## src/hw/pkt_pkg.sv

```systemverilog
package pkt_pkg;

  // Stream byte width
  localparam int DATA_W = 8;

  // Packet memory size, any power of two from 16 up
  localparam int FIFO_DEPTH = 32;
  localparam int ADDR_W = $clog2(FIFO_DEPTH);

  // CRC-8, MSB first
  localparam logic [DATA_W-1:0] CRC_POLY = 8'h07;
  localparam logic [DATA_W-1:0] CRC_INIT = 8'h00;

  // Receive side of crc_check
  typedef enum logic {
    RX_EMPTY = 1'b0,
    RX_HOLD  = 1'b1
  } rx_state_e;

  // Transmit gate of ack_tracker
  typedef enum logic {
    TX_SEND = 1'b0,
    TX_WAIT = 1'b1
  } tx_state_e;

  // Response opcode from the far end
  typedef enum logic {
    ACK_OK  = 1'b0,
    ACK_NAK = 1'b1
  } ack_code_e;

endpackage

```

## src/hw/crc_check.sv

```systemverilog
`timescale 1ns/1ps

module crc_check (
  input  logic                       clock,
  input  logic                       reset,
  input  logic                       rx_valid_i,
  output logic                       rx_ready_o,
  input  logic                       rx_last_i,
  input  logic [pkt_pkg::DATA_W-1:0] rx_data_i,
  output logic                       wr_valid_o,
  input  logic                       wr_ready_i,
  output logic                       wr_last_o,
  output logic [pkt_pkg::DATA_W-1:0] wr_data_o,
  output logic                       commit_o,
  output logic                       drop_o
);

  pkt_pkg::rx_state_e          state_q;
  logic [pkt_pkg::DATA_W-1:0]  hold_q;
  logic [pkt_pkg::DATA_W-1:0]  crc_q;
  logic                        rx_fire;
  logic                        frame_end;
  logic                        crc_ok;

  // One byte of CRC-8, shifted in MSB first
  function automatic logic [pkt_pkg::DATA_W-1:0] crc_byte(
    input logic [pkt_pkg::DATA_W-1:0] crc,
    input logic [pkt_pkg::DATA_W-1:0] data
  );
    logic [pkt_pkg::DATA_W-1:0] c;
    c = crc ^ data;
    for (int i = 0; i < pkt_pkg::DATA_W; i++) begin
      if (c[pkt_pkg::DATA_W-1]) begin
        c = (c << 1) ^ pkt_pkg::CRC_POLY;
      end else begin
        c = c << 1;
      end
    end
    return c;
  endfunction

  // Empty: always take a byte. Holding: the held byte must leave first
  assign rx_ready_o = (state_q == pkt_pkg::RX_EMPTY) ? 1'b1 : wr_ready_i;
  assign rx_fire    = rx_valid_i && rx_ready_o;

  // Held byte goes out as the next byte comes in
  assign wr_valid_o = (state_q == pkt_pkg::RX_HOLD) && rx_valid_i;
  assign wr_last_o  = rx_last_i;
  assign wr_data_o  = hold_q;

  // Incoming byte is the CRC, the running value covers every data byte
  assign crc_ok    = (crc_q == rx_data_i);
  assign frame_end = wr_valid_o && wr_ready_i && rx_last_i;
  assign commit_o  = frame_end && crc_ok;
  assign drop_o    = frame_end && !crc_ok;

  always_ff @(posedge clock) begin
    if (reset) begin
      state_q <= pkt_pkg::RX_EMPTY;
      crc_q   <= pkt_pkg::CRC_INIT;
    end else if (rx_fire) begin
      if (rx_last_i) begin
        // Also swallows a frame with no data bytes
        state_q <= pkt_pkg::RX_EMPTY;
        crc_q   <= pkt_pkg::CRC_INIT;
      end else begin
        state_q <= pkt_pkg::RX_HOLD;
        crc_q   <= crc_byte(crc_q, rx_data_i);
      end
    end
  end

  always_ff @(posedge clock) begin
    if (rx_fire && !rx_last_i) begin
      hold_q <= rx_data_i;
    end
  end

endmodule

```

## src/hw/packet_fifo.sv

```systemverilog
`timescale 1ns/1ps

module packet_fifo (
  input  logic                       clock,
  input  logic                       reset,
  input  logic                       wr_valid_i,
  output logic                       wr_ready_o,
  input  logic                       wr_last_i,
  input  logic [pkt_pkg::DATA_W-1:0] wr_data_i,
  input  logic                       commit_i,
  input  logic                       drop_i,
  output logic                       rd_valid_o,
  input  logic                       rd_ready_i,
  output logic                       rd_last_o,
  output logic [pkt_pkg::DATA_W-1:0] rd_data_o,
  input  logic                       release_i,
  input  logic                       replay_i,
  output logic [pkt_pkg::ADDR_W-1:0] level_o
);

  // Each word is {last, data}
  logic [pkt_pkg::DATA_W:0] mem [pkt_pkg::FIFO_DEPTH];

  // Pointers carry one wrap bit above the address
  logic [pkt_pkg::ADDR_W:0] wr_ptr;
  logic [pkt_pkg::ADDR_W:0] pkt_mark;
  logic [pkt_pkg::ADDR_W:0] rd_ptr;
  logic [pkt_pkg::ADDR_W:0] rep_mark;

  logic [pkt_pkg::ADDR_W:0] wr_ptr_d;
  logic [pkt_pkg::ADDR_W:0] pkt_mark_d;
  logic [pkt_pkg::ADDR_W:0] rd_ptr_d;
  logic [pkt_pkg::ADDR_W:0] used_d;
  logic [pkt_pkg::ADDR_W:0] level_d;

  logic                     wr_ready_q;
  logic                     rd_valid_q;
  logic [pkt_pkg::ADDR_W-1:0] level_q;
  logic                     wr_fire;
  logic                     rd_fire;

  assign wr_ready_o = wr_ready_q;
  assign rd_valid_o = rd_valid_q;
  assign level_o    = level_q;

  assign wr_fire = wr_valid_i && wr_ready_q;
  assign rd_fire = rd_valid_q && rd_ready_i;

  // Write side

  always_comb begin
    if (drop_i) begin
      // Discard everything since the last commit
      wr_ptr_d = pkt_mark;
    end else if (wr_fire) begin
      wr_ptr_d = wr_ptr + 1'b1;
    end else begin
      wr_ptr_d = wr_ptr;
    end
  end

  // Commit arrives with the last write, so it takes the advanced pointer
  assign pkt_mark_d = (commit_i && !drop_i) ? wr_ptr_d : pkt_mark;

  // Space is counted from the replay mark, so unreleased bytes stay intact
  assign used_d = wr_ptr_d - rep_mark;

  always_ff @(posedge clock) begin
    if (wr_fire) begin
      mem[wr_ptr[pkt_pkg::ADDR_W-1:0]] <= {wr_last_i, wr_data_i};
    end
  end

  always_ff @(posedge clock) begin
    if (reset) begin
      wr_ptr     <= '0;
      pkt_mark   <= '0;
      wr_ready_q <= 1'b0;
    end else begin
      wr_ptr     <= wr_ptr_d;
      pkt_mark   <= pkt_mark_d;
      // One entry is kept free so the level fits in ADDR_W bits
      wr_ready_q <= (used_d < pkt_pkg::FIFO_DEPTH - 1);
    end
  end

  // Read side

  always_comb begin
    if (replay_i) begin
      rd_ptr_d = rep_mark;
    end else if (rd_fire) begin
      rd_ptr_d = rd_ptr + 1'b1;
    end else begin
      rd_ptr_d = rd_ptr;
    end
  end

  // Asynchronous read, the tracker consumes straight from memory
  assign {rd_last_o, rd_data_o} = mem[rd_ptr[pkt_pkg::ADDR_W-1:0]];

  always_ff @(posedge clock) begin
    if (reset) begin
      rd_ptr     <= '0;
      rep_mark   <= '0;
      rd_valid_q <= 1'b0;
    end else begin
      rd_ptr <= rd_ptr_d;

      // Release keeps the start of the next packet as the new replay point
      if (release_i) begin
        rep_mark <= rd_ptr;
      end

      // Only committed bytes are readable. A replay forces one idle cycle
      rd_valid_q <= !replay_i && (rd_ptr_d != pkt_mark);
    end
  end

  // Committed and not yet read
  assign level_d = pkt_mark_d - rd_ptr_d;

  always_ff @(posedge clock) begin
    if (reset) begin
      level_q <= '0;
    end else begin
      level_q <= level_d[pkt_pkg::ADDR_W-1:0];
    end
  end

endmodule

```

## src/hw/ack_tracker.sv

```systemverilog
`timescale 1ns/1ps

module ack_tracker (
  input  logic                       clock,
  input  logic                       reset,
  input  logic                       rd_valid_i,
  output logic                       rd_ready_o,
  input  logic                       rd_last_i,
  input  logic [pkt_pkg::DATA_W-1:0] rd_data_i,
  output logic                       tx_valid_o,
  input  logic                       tx_ready_i,
  output logic                       tx_last_o,
  output logic [pkt_pkg::DATA_W-1:0] tx_data_o,
  input  logic                       resp_valid_i,
  input  pkt_pkg::ack_code_e         resp_code_i,
  output logic                       release_o,
  output logic                       replay_o
);

  pkt_pkg::tx_state_e state_q;
  logic               release_q;
  logic               replay_q;
  logic               send_en;
  logic               tx_fire;
  logic               resp_take;

  // Gate stays shut while the FIFO rewinds its read pointer
  assign send_en = (state_q == pkt_pkg::TX_SEND) && !replay_q;

  assign tx_valid_o = rd_valid_i && send_en;
  assign tx_last_o  = rd_last_i;
  assign tx_data_o  = rd_data_i;
  assign rd_ready_o = tx_ready_i && send_en;

  assign tx_fire = tx_valid_o && tx_ready_i;

  // Responses only count while a packet is outstanding
  assign resp_take = resp_valid_i && (state_q == pkt_pkg::TX_WAIT);

  assign release_o = release_q;
  assign replay_o  = replay_q;

  always_ff @(posedge clock) begin
    if (reset) begin
      state_q   <= pkt_pkg::TX_SEND;
      release_q <= 1'b0;
      replay_q  <= 1'b0;
    end else begin
      release_q <= resp_take && (resp_code_i == pkt_pkg::ACK_OK);
      replay_q  <= resp_take && (resp_code_i == pkt_pkg::ACK_NAK);

      case (state_q)
        pkt_pkg::TX_SEND: begin
          // Stop after the last byte of every packet
          if (tx_fire && rd_last_i) begin
            state_q <= pkt_pkg::TX_WAIT;
          end
        end
        pkt_pkg::TX_WAIT: begin
          if (resp_take) begin
            state_q <= pkt_pkg::TX_SEND;
          end
        end
        default: begin
          state_q <= pkt_pkg::TX_SEND;
        end
      endcase
    end
  end

endmodule

```

## src/hw/link_buffer.sv

```systemverilog
`timescale 1ns/1ps

module link_buffer (
  input  logic                       clock,
  input  logic                       reset,
  input  logic                       rx_valid_i,
  output logic                       rx_ready_o,
  input  logic                       rx_last_i,
  input  logic [pkt_pkg::DATA_W-1:0] rx_data_i,
  output logic                       tx_valid_o,
  input  logic                       tx_ready_i,
  output logic                       tx_last_o,
  output logic [pkt_pkg::DATA_W-1:0] tx_data_o,
  input  logic                       resp_valid_i,
  input  pkt_pkg::ack_code_e         resp_code_i,
  output logic [pkt_pkg::ADDR_W-1:0] level_o
);

  // Checker to FIFO
  logic                       wr_valid;
  logic                       wr_ready;
  logic                       wr_last;
  logic [pkt_pkg::DATA_W-1:0] wr_data;
  logic                       commit;
  logic                       drop;

  // FIFO to tracker
  logic                       rd_valid;
  logic                       rd_ready;
  logic                       rd_last;
  logic [pkt_pkg::DATA_W-1:0] rd_data;
  logic                       pkt_release;
  logic                       pkt_replay;

  crc_check u_crc_check (
    .clock      (clock),
    .reset      (reset),
    .rx_valid_i (rx_valid_i),
    .rx_ready_o (rx_ready_o),
    .rx_last_i  (rx_last_i),
    .rx_data_i  (rx_data_i),
    .wr_valid_o (wr_valid),
    .wr_ready_i (wr_ready),
    .wr_last_o  (wr_last),
    .wr_data_o  (wr_data),
    .commit_o   (commit),
    .drop_o     (drop)
  );

  packet_fifo u_packet_fifo (
    .clock      (clock),
    .reset      (reset),
    .wr_valid_i (wr_valid),
    .wr_ready_o (wr_ready),
    .wr_last_i  (wr_last),
    .wr_data_i  (wr_data),
    .commit_i   (commit),
    .drop_i     (drop),
    .rd_valid_o (rd_valid),
    .rd_ready_i (rd_ready),
    .rd_last_o  (rd_last),
    .rd_data_o  (rd_data),
    .release_i  (pkt_release),
    .replay_i   (pkt_replay),
    .level_o    (level_o)
  );

  ack_tracker u_ack_tracker (
    .clock        (clock),
    .reset        (reset),
    .rd_valid_i   (rd_valid),
    .rd_ready_o   (rd_ready),
    .rd_last_i    (rd_last),
    .rd_data_i    (rd_data),
    .tx_valid_o   (tx_valid_o),
    .tx_ready_i   (tx_ready_i),
    .tx_last_o    (tx_last_o),
    .tx_data_o    (tx_data_o),
    .resp_valid_i (resp_valid_i),
    .resp_code_i  (resp_code_i),
    .release_o    (pkt_release),
    .replay_o     (pkt_replay)
  );

endmodule

```

## config.mk

```make
export PLATFORM = sky130hd
export DESIGN_NAME = link_buffer
export DESIGN_NICKNAME = d
export VERILOG_FILES = /design/src/hw/pkt_pkg.sv /design/src/hw/crc_check.sv /design/src/hw/packet_fifo.sv /design/src/hw/ack_tracker.sv /design/src/hw/link_buffer.sv
export SDC_FILE = /design/constraint.sdc
export NUM_CORES = 1
export LEC_CHECK = 0
export ABC_AREA = 0
export BUFFER_PORTS_ARGS = -buffer_cell sky130_fd_sc_hd__buf_2
export CORE_MARGIN = 2
export CORE_UTILIZATION = 55
export CTS_CLUSTER_SIZE = 25
export DETAILED_ROUTE_END_ITERATION = 8
export PLACE_DENSITY = 0.85
export SYNTH_ARGS = -nofsm -noshare
export SYNTH_HDL_FRONTEND = slang
export SYNTH_HIERARCHICAL = 1
export SYNTH_SLANG_ARGS = --single-unit
```

## constraint.sdc

```tcl
create_clock -name clock -period 4 [get_ports clock]
set_input_delay 0.4 -clock clock [delete_from_list [all_inputs] [get_ports clock]]
set_output_delay 0.4 -clock clock [all_outputs]
set_load 0.05 [all_outputs]
```

## After elaboration in Yosys (flattened, before gate mapping)

Memory sizes are Yosys's and may differ from the RTL's. A register that Yosys moved wholly into a read port is not among the register bits.
Cells that the tools add are included.
W data, S select, Z words.

- Register bits: 51
- Memory bits (writable): 288
- Input port bits: 15
- Output and inout bits: 16
- Word-level logic and storage cells: 97
- Memories: 1

Memory list:

| name | words | bits a word | read ports | clocked after Yosys merged registers in | write ports | line | source |
|---|---|---|---|---|---|---|---|
| u_packet_fifo.mem | 32 | 9 | 1 | 1 | 1 | packet_fifo.sv:22 | `logic [pkt_pkg::DATA_W:0] mem [pkt_pkg::FIFO_DEPTH];` |

- $add $sub $neg: 4
- Order comparisons: 1
- Equality and inequality tests: 2
- Mux-type cells: 43
- Bitwise logic cells: 11
- Reductions and logical operators: 22

Operators with widths:

| cell | number |
|---|---|
| $mux W8 | 22 |
| $mux W6 | 5 |
| $mux W3 | 8 |
| $not A3 Y3 | 8 |
| $logic_and A1 B1 Y1 | 18 |
| $add A6 B1 Y6 const B | 2 |
| $eq A8 B8 Y1 | 1 |
| $xor A8 B8 Y8 | 1 |
| $lt A6 B5 Y1 const B | 1 |
| $mux W1 | 6 |
| $ne A6 B6 Y1 | 1 |
| $sub A6 B6 Y6 | 1 |
| $mux W5 | 1 |
| $sub A5 B5 Y5 | 1 |
| $logic_not A1 Y1 | 4 |
| $not A1 Y1 | 2 |
| $pmux W1 S2 | 1 |

## Depth between registers and ports, before layout

Gate-level depths: netlist of the first run.

- Word-level depth: 39
- Depth in mapped cells: 16
- Mapped depth without buffers: 15

## By module

The synthesis of the first run kept the hierarchy.

Modules (own cells, without submodules):

| module | times used | cells an instance | area each (µm²) | sequential area each (µm²) |
|---|---|---|---|---|
| packet_fifo | 1 | 661 | 12897.4 | 9268.9 |
| crc_check | 1 | 76 | 993.5 | 420.4 |
| ack_tracker | 1 | 20 | 188.9 | 60.1 |

## Least setup slack after synthesis of the first run

Ideal clock, no wire load.

- Kind: input -> register
- Start: input rx_data_i[3] in the netlist's numbering
- End: register u_packet_fifo.level_q (netlist bit u_packet_fifo/level_o[4])
- Setup time: 128 ps
- Data arrival time: 3761 ps
- Data required time: 3872 ps
- Slack: 112 ps
- Stages on the path: 16
- Path buffers: 1
- Cells stage by stage: xnor2_1 ha_1 nand4_1 or4_2 nor2b_1 clkbuf_1 nor2b_1 mux2i_1 ha_1 inv_1 fa_1 a21o_1 a21oi_1 xor2_1 xnor2_1 nor2_1

- Word-level cells in the longest chain between the ends: 7
- Elaborated cells between the ends (all ways): 9
- Those cells by class: add/sub (1); eq/ne (1); mux (2); reduce/logical (5)

Ends and longest elaborated chain:

| element | line | source |
|---|---|---|
| from (decl) | link_buffer.sv:9 | `input logic [pkt_pkg::DATA_W-1:0] rx_data_i,` |
| $eq A8 B8 Y1 (*) | crc_check.sv:52 | `assign crc_ok = (crc_q == rx_data_i);` |
| $logic_not A1 Y1 (*) | crc_check.sv:55 | `assign drop_o = frame_end && !crc_ok;` |
| $logic_and A1 B1 Y1 (*) | crc_check.sv:55 |  |
| net drop | link_buffer.sv:25 | `logic drop;` |
| $logic_not A1 Y1 | packet_fifo.sv:63 | `assign pkt_mark_d = (commit_i && !drop_i) ? wr_ptr_d : pkt_mark;` |
| $logic_and A1 B1 Y1 | packet_fifo.sv:63 |  |
| $mux W6 (*) | packet_fifo.sv:63 |  |
| $sub A5 B5 Y5 (*) | packet_fifo.sv:121 | `assign level_d = pkt_mark_d - rd_ptr_d;` |
| to (signal assigned) | packet_fifo.sv:127 | `level_q <= level_d[pkt_pkg::ADDR_W-1:0];` |
| to (decl) | packet_fifo.sv:38 | `logic [pkt_pkg::ADDR_W-1:0] level_q;` |

The timed path passes the listed nets; every way through them passes the cells marked *.
A chain may end at the register's enable or synchronous reset.

## Worst setup path in the final report of the first run

- Start: register u_crc_check/crc_q[2] in the netlist's numbering
- End: register u_packet_fifo.level_q (netlist bit u_packet_fifo/level_o[4])

- Elaborated cells between the ends (all ways): 9
- Those cells by class: add/sub (1); eq/ne (1); mux (2); reduce/logical (5)

RTL lines:

| element | line | source |
|---|---|---|
| from (decl) | crc_check.sv:20 | `logic [pkt_pkg::DATA_W-1:0] crc_q;` |
| from (signal assigned) | crc_check.sv:60 | `crc_q <= pkt_pkg::CRC_INIT;` |
| from (signal assigned) | crc_check.sv:65 | `crc_q <= pkt_pkg::CRC_INIT;` |
| from (signal assigned) | crc_check.sv:68 | `crc_q <= crc_byte(crc_q, rx_data_i);` |
| $eq A8 B8 Y1 | crc_check.sv:52 |  |
| $logic_and A1 B1 Y1 | crc_check.sv:54 | `assign commit_o = frame_end && crc_ok;` |
| net commit | link_buffer.sv:24 | `logic commit;` |
| $logic_and A1 B1 Y1 | packet_fifo.sv:63 |  |
| $mux W6 | packet_fifo.sv:63 |  |
| $sub A5 B5 Y5 | packet_fifo.sv:121 |  |

The timed path passes the listed nets, and every way through them passes these cells.

==> impl_metrics.toml, run 1 <==
[clock_tree]
cts_sinks = 339
cts_buffer_depth = 3
cts_tree = "yes"
insertion_delay_ns = 0.55
ctsResizeCount = 0
clkTransAtPathRegs_ns = 0.06
numCtsBuffers = 31
cts_root_buf = "clkbuf_16"
cts_hold_buf = 0
cts_setup_buffers = 0
ctsHtreeMaxLevel = 1

[floorplanning]
io_pins = 31
coreArea_um2 = 25180
die-area_um2 = 26900
die_h_um = 164
rows = 58
start_util_pct = 55.91
die_w_um = 164

[sta]
fin_crit_sh_pct = 94.98
hold_ws_ns = 0.03798
relSlewSlack_pct = 20.08
final-hold-violation-count = 0
max_freq_mhz = 263.2
final.setup.tns_ns = 0
worst_slew_pin_slew_ns = 1.199
slew_viol_final = 0
rsz0062_at_grt = "false"
setup_viol = 0
min_period_ns = 3.799
fin_skew_ns = 0.01218

[power]
p_sw_share_pct = 19.55
ir_worst_vdd_mv = 0.3519
p_leak_nw = 4.934
p_clk_share_pct = 40.4
p_sw_mw = 1.340
cellInternalPower_mw = 5.515
p_per_area_nw_per_um2 = 442.5
seqPwrFrac_pct = 56.8
p_comb_share_pct = 2.8

[grt]
grt_overflow = 0
grt_pass1_vias = 7148
grt_max_degree = 45
grtUsageTotal_pct = 22.01
antenna_found_initial = 1
grt_pass1_wl_um = 43660

[yosys]
synth-seq-cells = 339
synth.avg_cell_area_um2 = 18.60
yosys.cell_types.count = 50
synth_area_um2 = 14080
synth_warnings = 6
synth_seq_area_share_pct = 69.24
ys.flop_type = "edfxtp_1"
synthArstFlopShare_pct = 0
synthTopCellsByArea = "edfxtp_1 63%, mux4_2 14%, dfxtp_1 6.1%"
syn_nets = 789
synth_edf_count = 296
yosysTopAreaCellShare_pct = 63.13
yosysTopAreaCell = "edfxtp_1"
netlist_instances = 757

[critical_path]
crit_required_ns = 4.40
worstSetupEndpointType = "flop"
cp_slowest_stage_delay_ns = 0.74
path_class = "flop to flop"
crit_fanout = 4
setup.worst_path.start_class = "flop"
arrival_ns = 4.20
critPathSlowestCell = "or4_2"
crit_chain = "xnor2_1, ha_1, nand4_1, or4_2, nor2_1, nor2b_1, mux2i_1, ha_1, inv_1, fa_1, a21o_1, a21oi_1, xor2_1, xnor2_1, nor2_1"

[routing]
wl_met1_um = 10990
wirelength_um = 28770
wl_met3_um = 2392
routed_via_density = 6.173
first_pass_iters = 6
drt-initial-drc-count = 782
drc = 0
wl_per_cell_um = 25.19
top_layer = "met5"
ant_nets = 0
vias = 7049
wl_met2_um = 14580

[finish]
final_common_cell = "edfxtp_1"
utilization_pct = 61.51
layout_common_cells = "296 x edfxtp_1, 90 x mux4_2, 67 x nor2_1"
num-nets-final = 820
antenna_cells = 0
drive_gt1_share_pct = 24.63
area_growth_pct = 10.02

[hold_path]
hp-class = "input port to flop"

[flow_run]
cap_violations = 0

[placement]
place_congestion = 0.8904
numPortBuffers = 30
dp_hpwl_um = 17750

[status]
outcome = "complete, no violations"
metal layers:
metal	vias to the layer above	GRT usage, %
met5	-	0
met4	2	6.699
met3	50	3.510
met2	365	37.15
met1	3590	29.92
li1	3042	-
worst max-delay path, delay by kind of cell (launching register included):
family | cells | cell delay, ns
buffers and inverters | 1 | 0.07
flip-flops | 1 | 0.34
AND/OR/NAND/NOR | 5 | 1.25
XOR/XNOR | 3 | 0.56
adder cells (fa/ha/maj) | 3 | 0.79
multiplexers | 1 | 0.27
AO/OA/AOI/OAI | 2 | 0.38
synthesized netlist by cell type, drive strengths merged (2+ instances only):
| library cell | count |
|---|---|
| clkbuf | 18 |
| or3b | 2 |
| or4 | 5 |
| nand2b | 3 |
| nor2 | 67 |
| nor3 | 3 |
| and2 | 3 |
| edfxtp | 296 |
| mux4 | 90 |
| nor4 | 2 |
| a21o | 5 |
| ha | 15 |
| o21ai | 9 |
| xnor2 | 19 |
| and4 | 2 |
| nand2 | 28 |
| mux2 | 14 |
| nor2b | 11 |
| a22oi | 4 |
| fa | 2 |
| nor3b | 5 |
| nand4 | 2 |
| a31oi | 6 |
| inv | 12 |
| a21oi | 8 |
| dfxtp | 43 |
| xor2 | 12 |
| or3 | 2 |
| mux2i | 14 |
| a21bo | 2 |
| xor3 | 2 |
| nand3b | 6 |
| xnor3 | 8 |
| buf | 27 |
| nand3 | 5 |
power by group through the flow:
| stage | clock network (mW) | logic [mW] | registers, mW |
|---|---|---|---|
| global route | 2.93 | 0.206 | 3.90 |
| global placement | 0 | 0.184 | 3.97 |
| CTS | 2.80 | 0.192 | 3.89 |
| detailed placement | 0 | 0.190 | 3.97 |
| finish | 2.77 | 0.190 | 3.90 |
| floorplan | 0 | 0.145 | 3.95 |
sequential cells by signal, summed over array words and instances, names as in the netlist, 5 cells and up:
| register | flops |
|---|---|
| u_packet_fifo/rd_ptr | 6 |
| u_crc_check/wr_data_o | 8 |
| u_packet_fifo/mem | 288 |
| u_packet_fifo/pkt_mark | 6 |
| u_crc_check/crc_q | 8 |
| u_packet_fifo/wr_ptr | 6 |
| u_packet_fifo/level_o | 5 |
| u_packet_fifo/rep_mark | 6 |
final timing paths:
| kind | startpoint | cells past startpoint | to | slack [ns] |
|---|---|---|---|---|
| setup reg to reg | u_crc_check/crc_q[2] | 15 | u_packet_fifo/level_o[4] | 0.20 |
| hold / removal | resp_code_i | 2 | u_ack_tracker/release_o | 0.04 |
| hold reg to reg | u_crc_check/state_q | 2 | u_crc_check/state_q | 0.51 |
| setup / recovery | u_crc_check/crc_q[2] | 15 | u_packet_fifo/level_o[4] | 0.20 |
cell type report:
cell class / instances / area, um2
Timing Repair Buffer: 43 / 285.3
Sequential cell: 339 / 9757
Clock buffer: 43 / 820.8
Fill cell: 1684 / 9692
Multi-Input combinational cell: 361 / 4046
Clock inverter: 14 / 122.6
Tap cell: 330 / 412.9
Inverter: 12 / 45.04
logic make-up (layout without fill, tap and decap cells):
group	after synthesis	in the layout	synth area share [%]
compound gates	36	36	1.609
xor+xnor	41	41	3.839
fa+ha+maj	17	17	1.617
buf+inv	57	112	2.017
flops	339	339	69.24
mux	118	118	16.51
simple gates	149	149	5.163
per-stage QoR:
stage	area (um2)	power (mW)	instances	setup slack [ns]
CTS	15490	6.886	1142	0.2015
finish	15490	6.854	1142	0.2010
global placement	14550	4.149	1085	0.1825
floorplan	14080	4.096	757	0.1116
detailed placement	14550	4.161	1085	0.03119
global route	15490	7.037	1142	0.003674
(Power assumes the default switching activity.)
==> run 2: changes to the inputs <==
--- a/config.mk
+++ b/config.mk
@@ -7,11 +7,13 @@
 export LEC_CHECK = 0
 export ABC_AREA = 0
 export BUFFER_PORTS_ARGS = -buffer_cell sky130_fd_sc_hd__buf_2
+export CELL_PAD_IN_SITES_DETAIL_PLACEMENT = 1
+export CELL_PAD_IN_SITES_GLOBAL_PLACEMENT = 1
 export CORE_MARGIN = 2
 export CORE_UTILIZATION = 55
 export CTS_CLUSTER_SIZE = 25
 export DETAILED_ROUTE_END_ITERATION = 8
-export PLACE_DENSITY = 0.85
+export PLACE_DENSITY = 0.91
 export SYNTH_ARGS = -nofsm -noshare
 export SYNTH_HDL_FRONTEND = slang
 export SYNTH_HIERARCHICAL = 1
==> constraint.sdc (replaced) <==
create_clock -name clock -period 3.85 [get_ports clock]
set_input_delay 0.385 -clock clock [delete_from_list [all_inputs] [get_ports clock]]
set_output_delay 0.385 -clock clock [all_outputs]
set_load 0.05 [all_outputs]
==> impl_metrics.toml, run 2 (synthesis results as in run 1) <==
[clock_tree]
clkTransAtPathRegs_ns = 0.06
ctsHtreeMaxLevel = 2
numCtsBuffers = 36
insertion_delay_ns = 0.51
cts_sinks = 339
cts_setup_buffers = 0
cts_hold_buf = 0
cts_tree = "yes"
cts_buffer_depth = 3
cts_root_buf = "clkbuf_16"

[critical_path]
r2r_slack_ns = 0.27
worstSetupEndpointType = "flop"
arrival_ns = 3.93
setup.worst_path.start_class = "flop"
crit_fanout = 7
path_class = "flop to flop"
crit_required_ns = 4.20

[routing]
wirelength_um = 33340
drt-initial-drc-count = 735
first_pass_iters = 5
wl_per_cell_um = 28.99
vias = 7305
ant_nets = 0
routed_via_density = 6.352
drc = 0

[sta]
slew_viol_final = 0
fin_ws_ns = 0.2657
fin_skew_ns = 0.01901
max_freq_mhz = 279.0
setup_viol = 0
min_period_ns = 3.584
rsz0062_at_grt = "false"
fin_crit_sh_pct = 93.10
relSlewSlack_pct = 10.07
final-hold-violation-count = 0
worst_slew_pin_slew_ns = 1.349

[placement]
dp_hpwl_um = 20630
dpl_cell_area_um2 = 14570
dp_slack_ns = -0.03553
numPortBuffers = 30
place_congestion = 0.8534

[grt]
antenna_found_initial = 0
grt_overflow = 0
grtUsageTotal_pct = 26.15
grt_pass1_vias = 8003
grt_max_degree = 55
grt_pass1_wl_um = 50810

[finish]
drive_gt1_share_pct = 26.95
final_common_cell = "edfxtp_1"
utilization_pct = 62.74
layout_common_cells = "296 x edfxtp_1, 90 x mux4_2, 66 x nor2_1"
fillers = 2124
area_growth_pct = 12.22
largest_reg_flops = 288
stdcell_area_um2 = 15800
antenna_cells = 0
num-nets-final = 828

[flow_run]
cap_violations = 0

[hold_path]
hp-class = "input port to flop"

[power]
power_mw = 7.785
ir_worst_vdd_mv = 0.3482
p_leak_nw = 5.087
p_per_area_nw_per_um2 = 492.7

[floorplanning]
io_pins = 31
die-area_um2 = 26900
die_h_um = 164
coreArea_um2 = 25180
rows = 58
start_util_pct = 55.91
die_w_um = 164

[status]
outcome = "complete, no violations"
-- run 2: cell types whose count changed in the layout (fill, tap and decap cells not counted), moves of 2 or more --
cell       previous run  this run
dfxtp_1              41        39
dfxtp_2               0         3
clkbuf_8              0         3
bufinv_16             2         5
buf_4                10        13
clkbuf_1             12         6
xnor2_1              16        14
clkbuf_16            31        37
-- run 2: what timing repair did --
item | 4_1_cts | 5_1_grt
endpoints found under the hold margin | 0 | 0
gates resized for setup | 0 | 8
setup endpoints to repair | 0 | 3
-- run 2: cell type report --
class | instances | area, um2 | share of cell area [%]
clock buffer | 46 | 989.7 | 6.264
clock inverter | 16 | 203.9 | 1.291
inverter | 12 | 45.04 | 0.2851
multi-input combinational | 361 | 4084 | 25.85
sequential | 339 | 9757 | 61.75
tap | 330 | 412.9 | 2.613
timing repair buffer | 46 | 307.8 | 1.948
-- run 2: worst paths after layout --
path / from / endpoint / cells after the start
worst min register to register: u_crc_check/crc_q[2] / u_crc_check/crc_q[2] / 2
worst min-delay path: resp_code_i / u_ack_tracker/release_o / 2
worst max-delay path: u_crc_check/crc_q[1] / u_packet_fifo/wr_ready_o / 14
worst max register to register: u_crc_check/crc_q[1] / u_packet_fifo/wr_ready_o / 14
-- run 2: stage by stage --
| stage | cells | hold slack, ns | setup TNS [ns] |
|---|---|---|---|
| CTS | 1150 | 0.05538 | 0 |
| global placement | 1088 | 0.4916 | 0 |
| floorplan | 757 | 0.4566 | 0 |
| detailed placement | 1088 | 0.5253 | -0.05434 |
| finish | 1150 | 0.07430 | 0 |
| global route | 1150 | 0.06604 | 0 |
-- run 2: report_power, final --
part / total (mW) / internal [mW] / switching [mW]
Combinational: 0.212 / 0.116 / 0.0954
Clock: 3.52 / 2.15 / 1.37
Sequential: 4.06 / 4.00 / 0.0565
-- run 2: worst max-delay path, cell delays in order (launching register included) --
cell and delay (ns):
dfxtp_1 0.47, xnor2_4 0.18, nand4_1 0.12, or4_4 0.57, nor2b_1 0.17, buf_4 0.17
mux2i_2 0.17, ha_1 0.24, fa_1 0.45, nor2_2 0.16, a31oi_1 0.07, o21ai_0 0.15
o21ai_0 0.10, nor4_1 0.32, nor3b_1 0.08
-- run 2: metal layers --
metal	vias up	GRT usage [%]	wire length (um)
met5	-	0	0
met3	82	4.545	2027
met2	291	44.71	17360
met1	3874	34.78	13040
li1	3058	-	-
met4	0	7.815	906
==> run 3: changes to the inputs <==
--- a/config.mk
+++ b/config.mk
@@ -10,11 +10,10 @@
 export CELL_PAD_IN_SITES_DETAIL_PLACEMENT = 1
 export CELL_PAD_IN_SITES_GLOBAL_PLACEMENT = 1
 export CORE_MARGIN = 2
-export CORE_UTILIZATION = 55
+export CORE_UTILIZATION = 54
 export CTS_CLUSTER_SIZE = 25
 export DETAILED_ROUTE_END_ITERATION = 8
-export PLACE_DENSITY = 0.91
+export PLACE_DENSITY = 0.9
 export SYNTH_ARGS = -nofsm -noshare
 export SYNTH_HDL_FRONTEND = slang
-export SYNTH_HIERARCHICAL = 1
 export SYNTH_SLANG_ARGS = --single-unit
==> impl_metrics.toml, run 3 <==
[finish]
fillers = 2123
largest_reg_flops = 288
stdcell_area_um2 = 15520
multiInputGateArea_um2 = 3921
drive_gt1_share_pct = 23.69
num-nets-final = 832
fin_cells = 1153
final_common_cell = "edfxtp_1"
antenna_cells = 0
utilization_pct = 61.63
regArea_um2 = 9757
area_growth_pct = 11.74
layout_common_cells = "296 x edfxtp_1, 84 x mux4_2, 67 x nor2_1"

[grt]
antenna_found_initial = 0
grt_overflow = 0
grtUsageTotal_pct = 25.19
grt_pass1_wl_um = 49420
grt_max_degree = 45
grt_pass1_vias = 7796

[critical_path]
arrival_ns = 3.14
worstSetupEndpointType = "primary output"
crit_fanout = 23
path_class = "flop to primary output"
crit_required_ns = 3.46
setup.worst_path.start_class = "flop"

[placement]
dpl_cell_area_um2 = 14420
dp_hpwl_um = 21130
dp_cells = 1090
place_congestion = 0.8288
dp_slack_ns = 0.3065
numPortBuffers = 30

[yosys]
synth_fa_ha_area_share_pct = 1.820
synth_top_family_by_area = "multiplexers"
synth_edf_count = 296
synthTopCellsByCount = "296 x edfxtp_1, 84 x mux4_2, 67 x nor2_1, 43 x dfxtp_1, 31 x xnor2_1"
synthArstFlopShare_pct = 0
synth_most_common_cell = "edfxtp_1"
synth.avg_cell_area_um2 = 18.47
synth_warnings = 0
synthSimpleGateAreaFrac_pct = 4.928
yosysTopAreaCell = "edfxtp_1"
synth-seq-cells = 339
synth_area_um2 = 13890
synth_seq_area_share_pct = 70.20
yosysTopAreaCellShare_pct = 64.00
yosys.cell_types.count = 49
ys.flop_type = "edfxtp_1"
synthTopCellsByArea = "edfxtp_1 64%, mux4_2 14%, dfxtp_1 6.2%"
synthMuxAreaShare_pct = 16.81
netlist_instances = 752
syn_nets = 786
synthXorXnorAreaFrac_pct = 2.748
synth-compound-area-share_pct = 1.928

[sta]
final-hold-violation-count = 0
relSlewSlack_pct = 9.231
final.setup.tns_ns = 0
max_freq_mhz = 283.8
hold_ws_ns = 0.06548
worst_slew_pin_slew_ns = 1.362
fin_ws_ns = 0.3265
min_period_ns = 3.523
fin_crit_sh_pct = 91.52
rsz0062_at_grt = "false"
fin_skew_ns = 0.01731
setup_viol = 0
slew_viol_final = 0

[clock_tree]
ctsHtreeMaxLevel = 2
cts_buffer_depth = 3
insertion_delay_ns = 0.51
cts_hold_buf = 0
cts_setup_buffers = 0
clkTransAtPathRegs_ns = 0.06
cts_sinks = 339
numCtsBuffers = 35
cts_root_buf = "clkbuf_16"
ctsResizeCount = 0
cts_tree = "yes"

[power]
ir_worst_vdd_mv = 0.2933
seqPwrFrac_pct = 54.7
p_clk_share_pct = 42.9
p_sw_mw = 1.468
p_per_area_nw_per_um2 = 476.3
cellInternalPower_mw = 5.924
p_comb_share_pct = 2.4
p_sw_share_pct = 19.86
p_leak_nw = 4.902
power_mw = 7.392

[floorplanning]
io_pins = 31
die_w_um = 164.4
rows = 58
coreArea_um2 = 25180
die_h_um = 164.4
die-area_um2 = 27020
start_util_pct = 55.15

[routing]
vias = 7125
ant_nets = 0
wl_per_cell_um = 28.19
routed_via_density = 6.180
wirelength_um = 32510
drc = 0
first_pass_iters = 6
drt-initial-drc-count = 671

[status]
outcome = "complete, no violations"

[hold_path]
hp-class = "input port to flop"

[flow_run]
cap_violations = 0
-- run 3: cell types whose count changed in the layout (fill, tap and decap cells not counted), sizes merged, moves of 5 or more --
cell,before,now
xnor2,19,31
and3,0,5
nand2,28,19
or4,5,0
xnor3,8,1
clkbuf,46,52
-- run 3: routing by layer --
metal,track usage [%],share of wire [%],vias to the layer above,wire length (um)
met1,33.89,41,3742,13260
met2,43.51,51,263,16710
met3,3.390,5.4,60,1746
li1,-,-,3060,-
met4,7.312,2.4,0,786
met5,0,0,-,0
-- run 3: area by class of cell --
class | count | area share [%]
flip-flops and latches | 339 | 62.87
multi-input cells | 362 | 25.27
clock buffers | 52 | 6.394
well taps | 330 | 2.661
repair buffers | 44 | 1.935
clock inverters | 10 | 0.4838
inverters | 16 | 0.3870
-- run 3: final timing paths --
kind / from / end / slack [ns] / cells after the start
setup / recovery: u_packet_fifo.rd_ptr[1] / tx_last_o / 0.33 / 5
hold / removal: resp_code_i / u_ack_tracker.release_o / 0.07 / 2
setup reg to reg: u_crc_check.crc_q[3] / u_packet_fifo.level_o[4] / 0.39 / 15
hold reg to reg: u_crc_check.state_q / u_crc_check.state_q / 0.50 / 2
-- run 3: cell families after synthesis --
logic type | after synthesis
AO/OA/AOI/OAI | 41
XOR/XNOR | 42
adder cells (fa/ha/maj) | 19
buffers and inverters | 51
flip-flops | 339
multiplexers | 118
AND/OR/NAND/NOR | 142
-- run 3: power groups by stage --
stage / clock network (mW) / registers [mW] / logic, mW
4_1_cts: 3.22 / 4.05 / 0.172
5_1_grt: 3.34 / 4.05 / 0.196
3_5_place_dp: 0 / 4.13 / 0.171
6_report: 3.17 / 4.05 / 0.177
3_3_place_gp: 0 / 4.12 / 0.161
2_1_floorplan: 0 / 4.10 / 0.125
-- run 3: critical path, stage by stage, from the launching register on --
cell	delay, ns
dfxtp_4	0.56
buf_4	0.35
mux4_2	0.57
mux2_2	0.32
mux4_2	0.56
buf_2	0.25
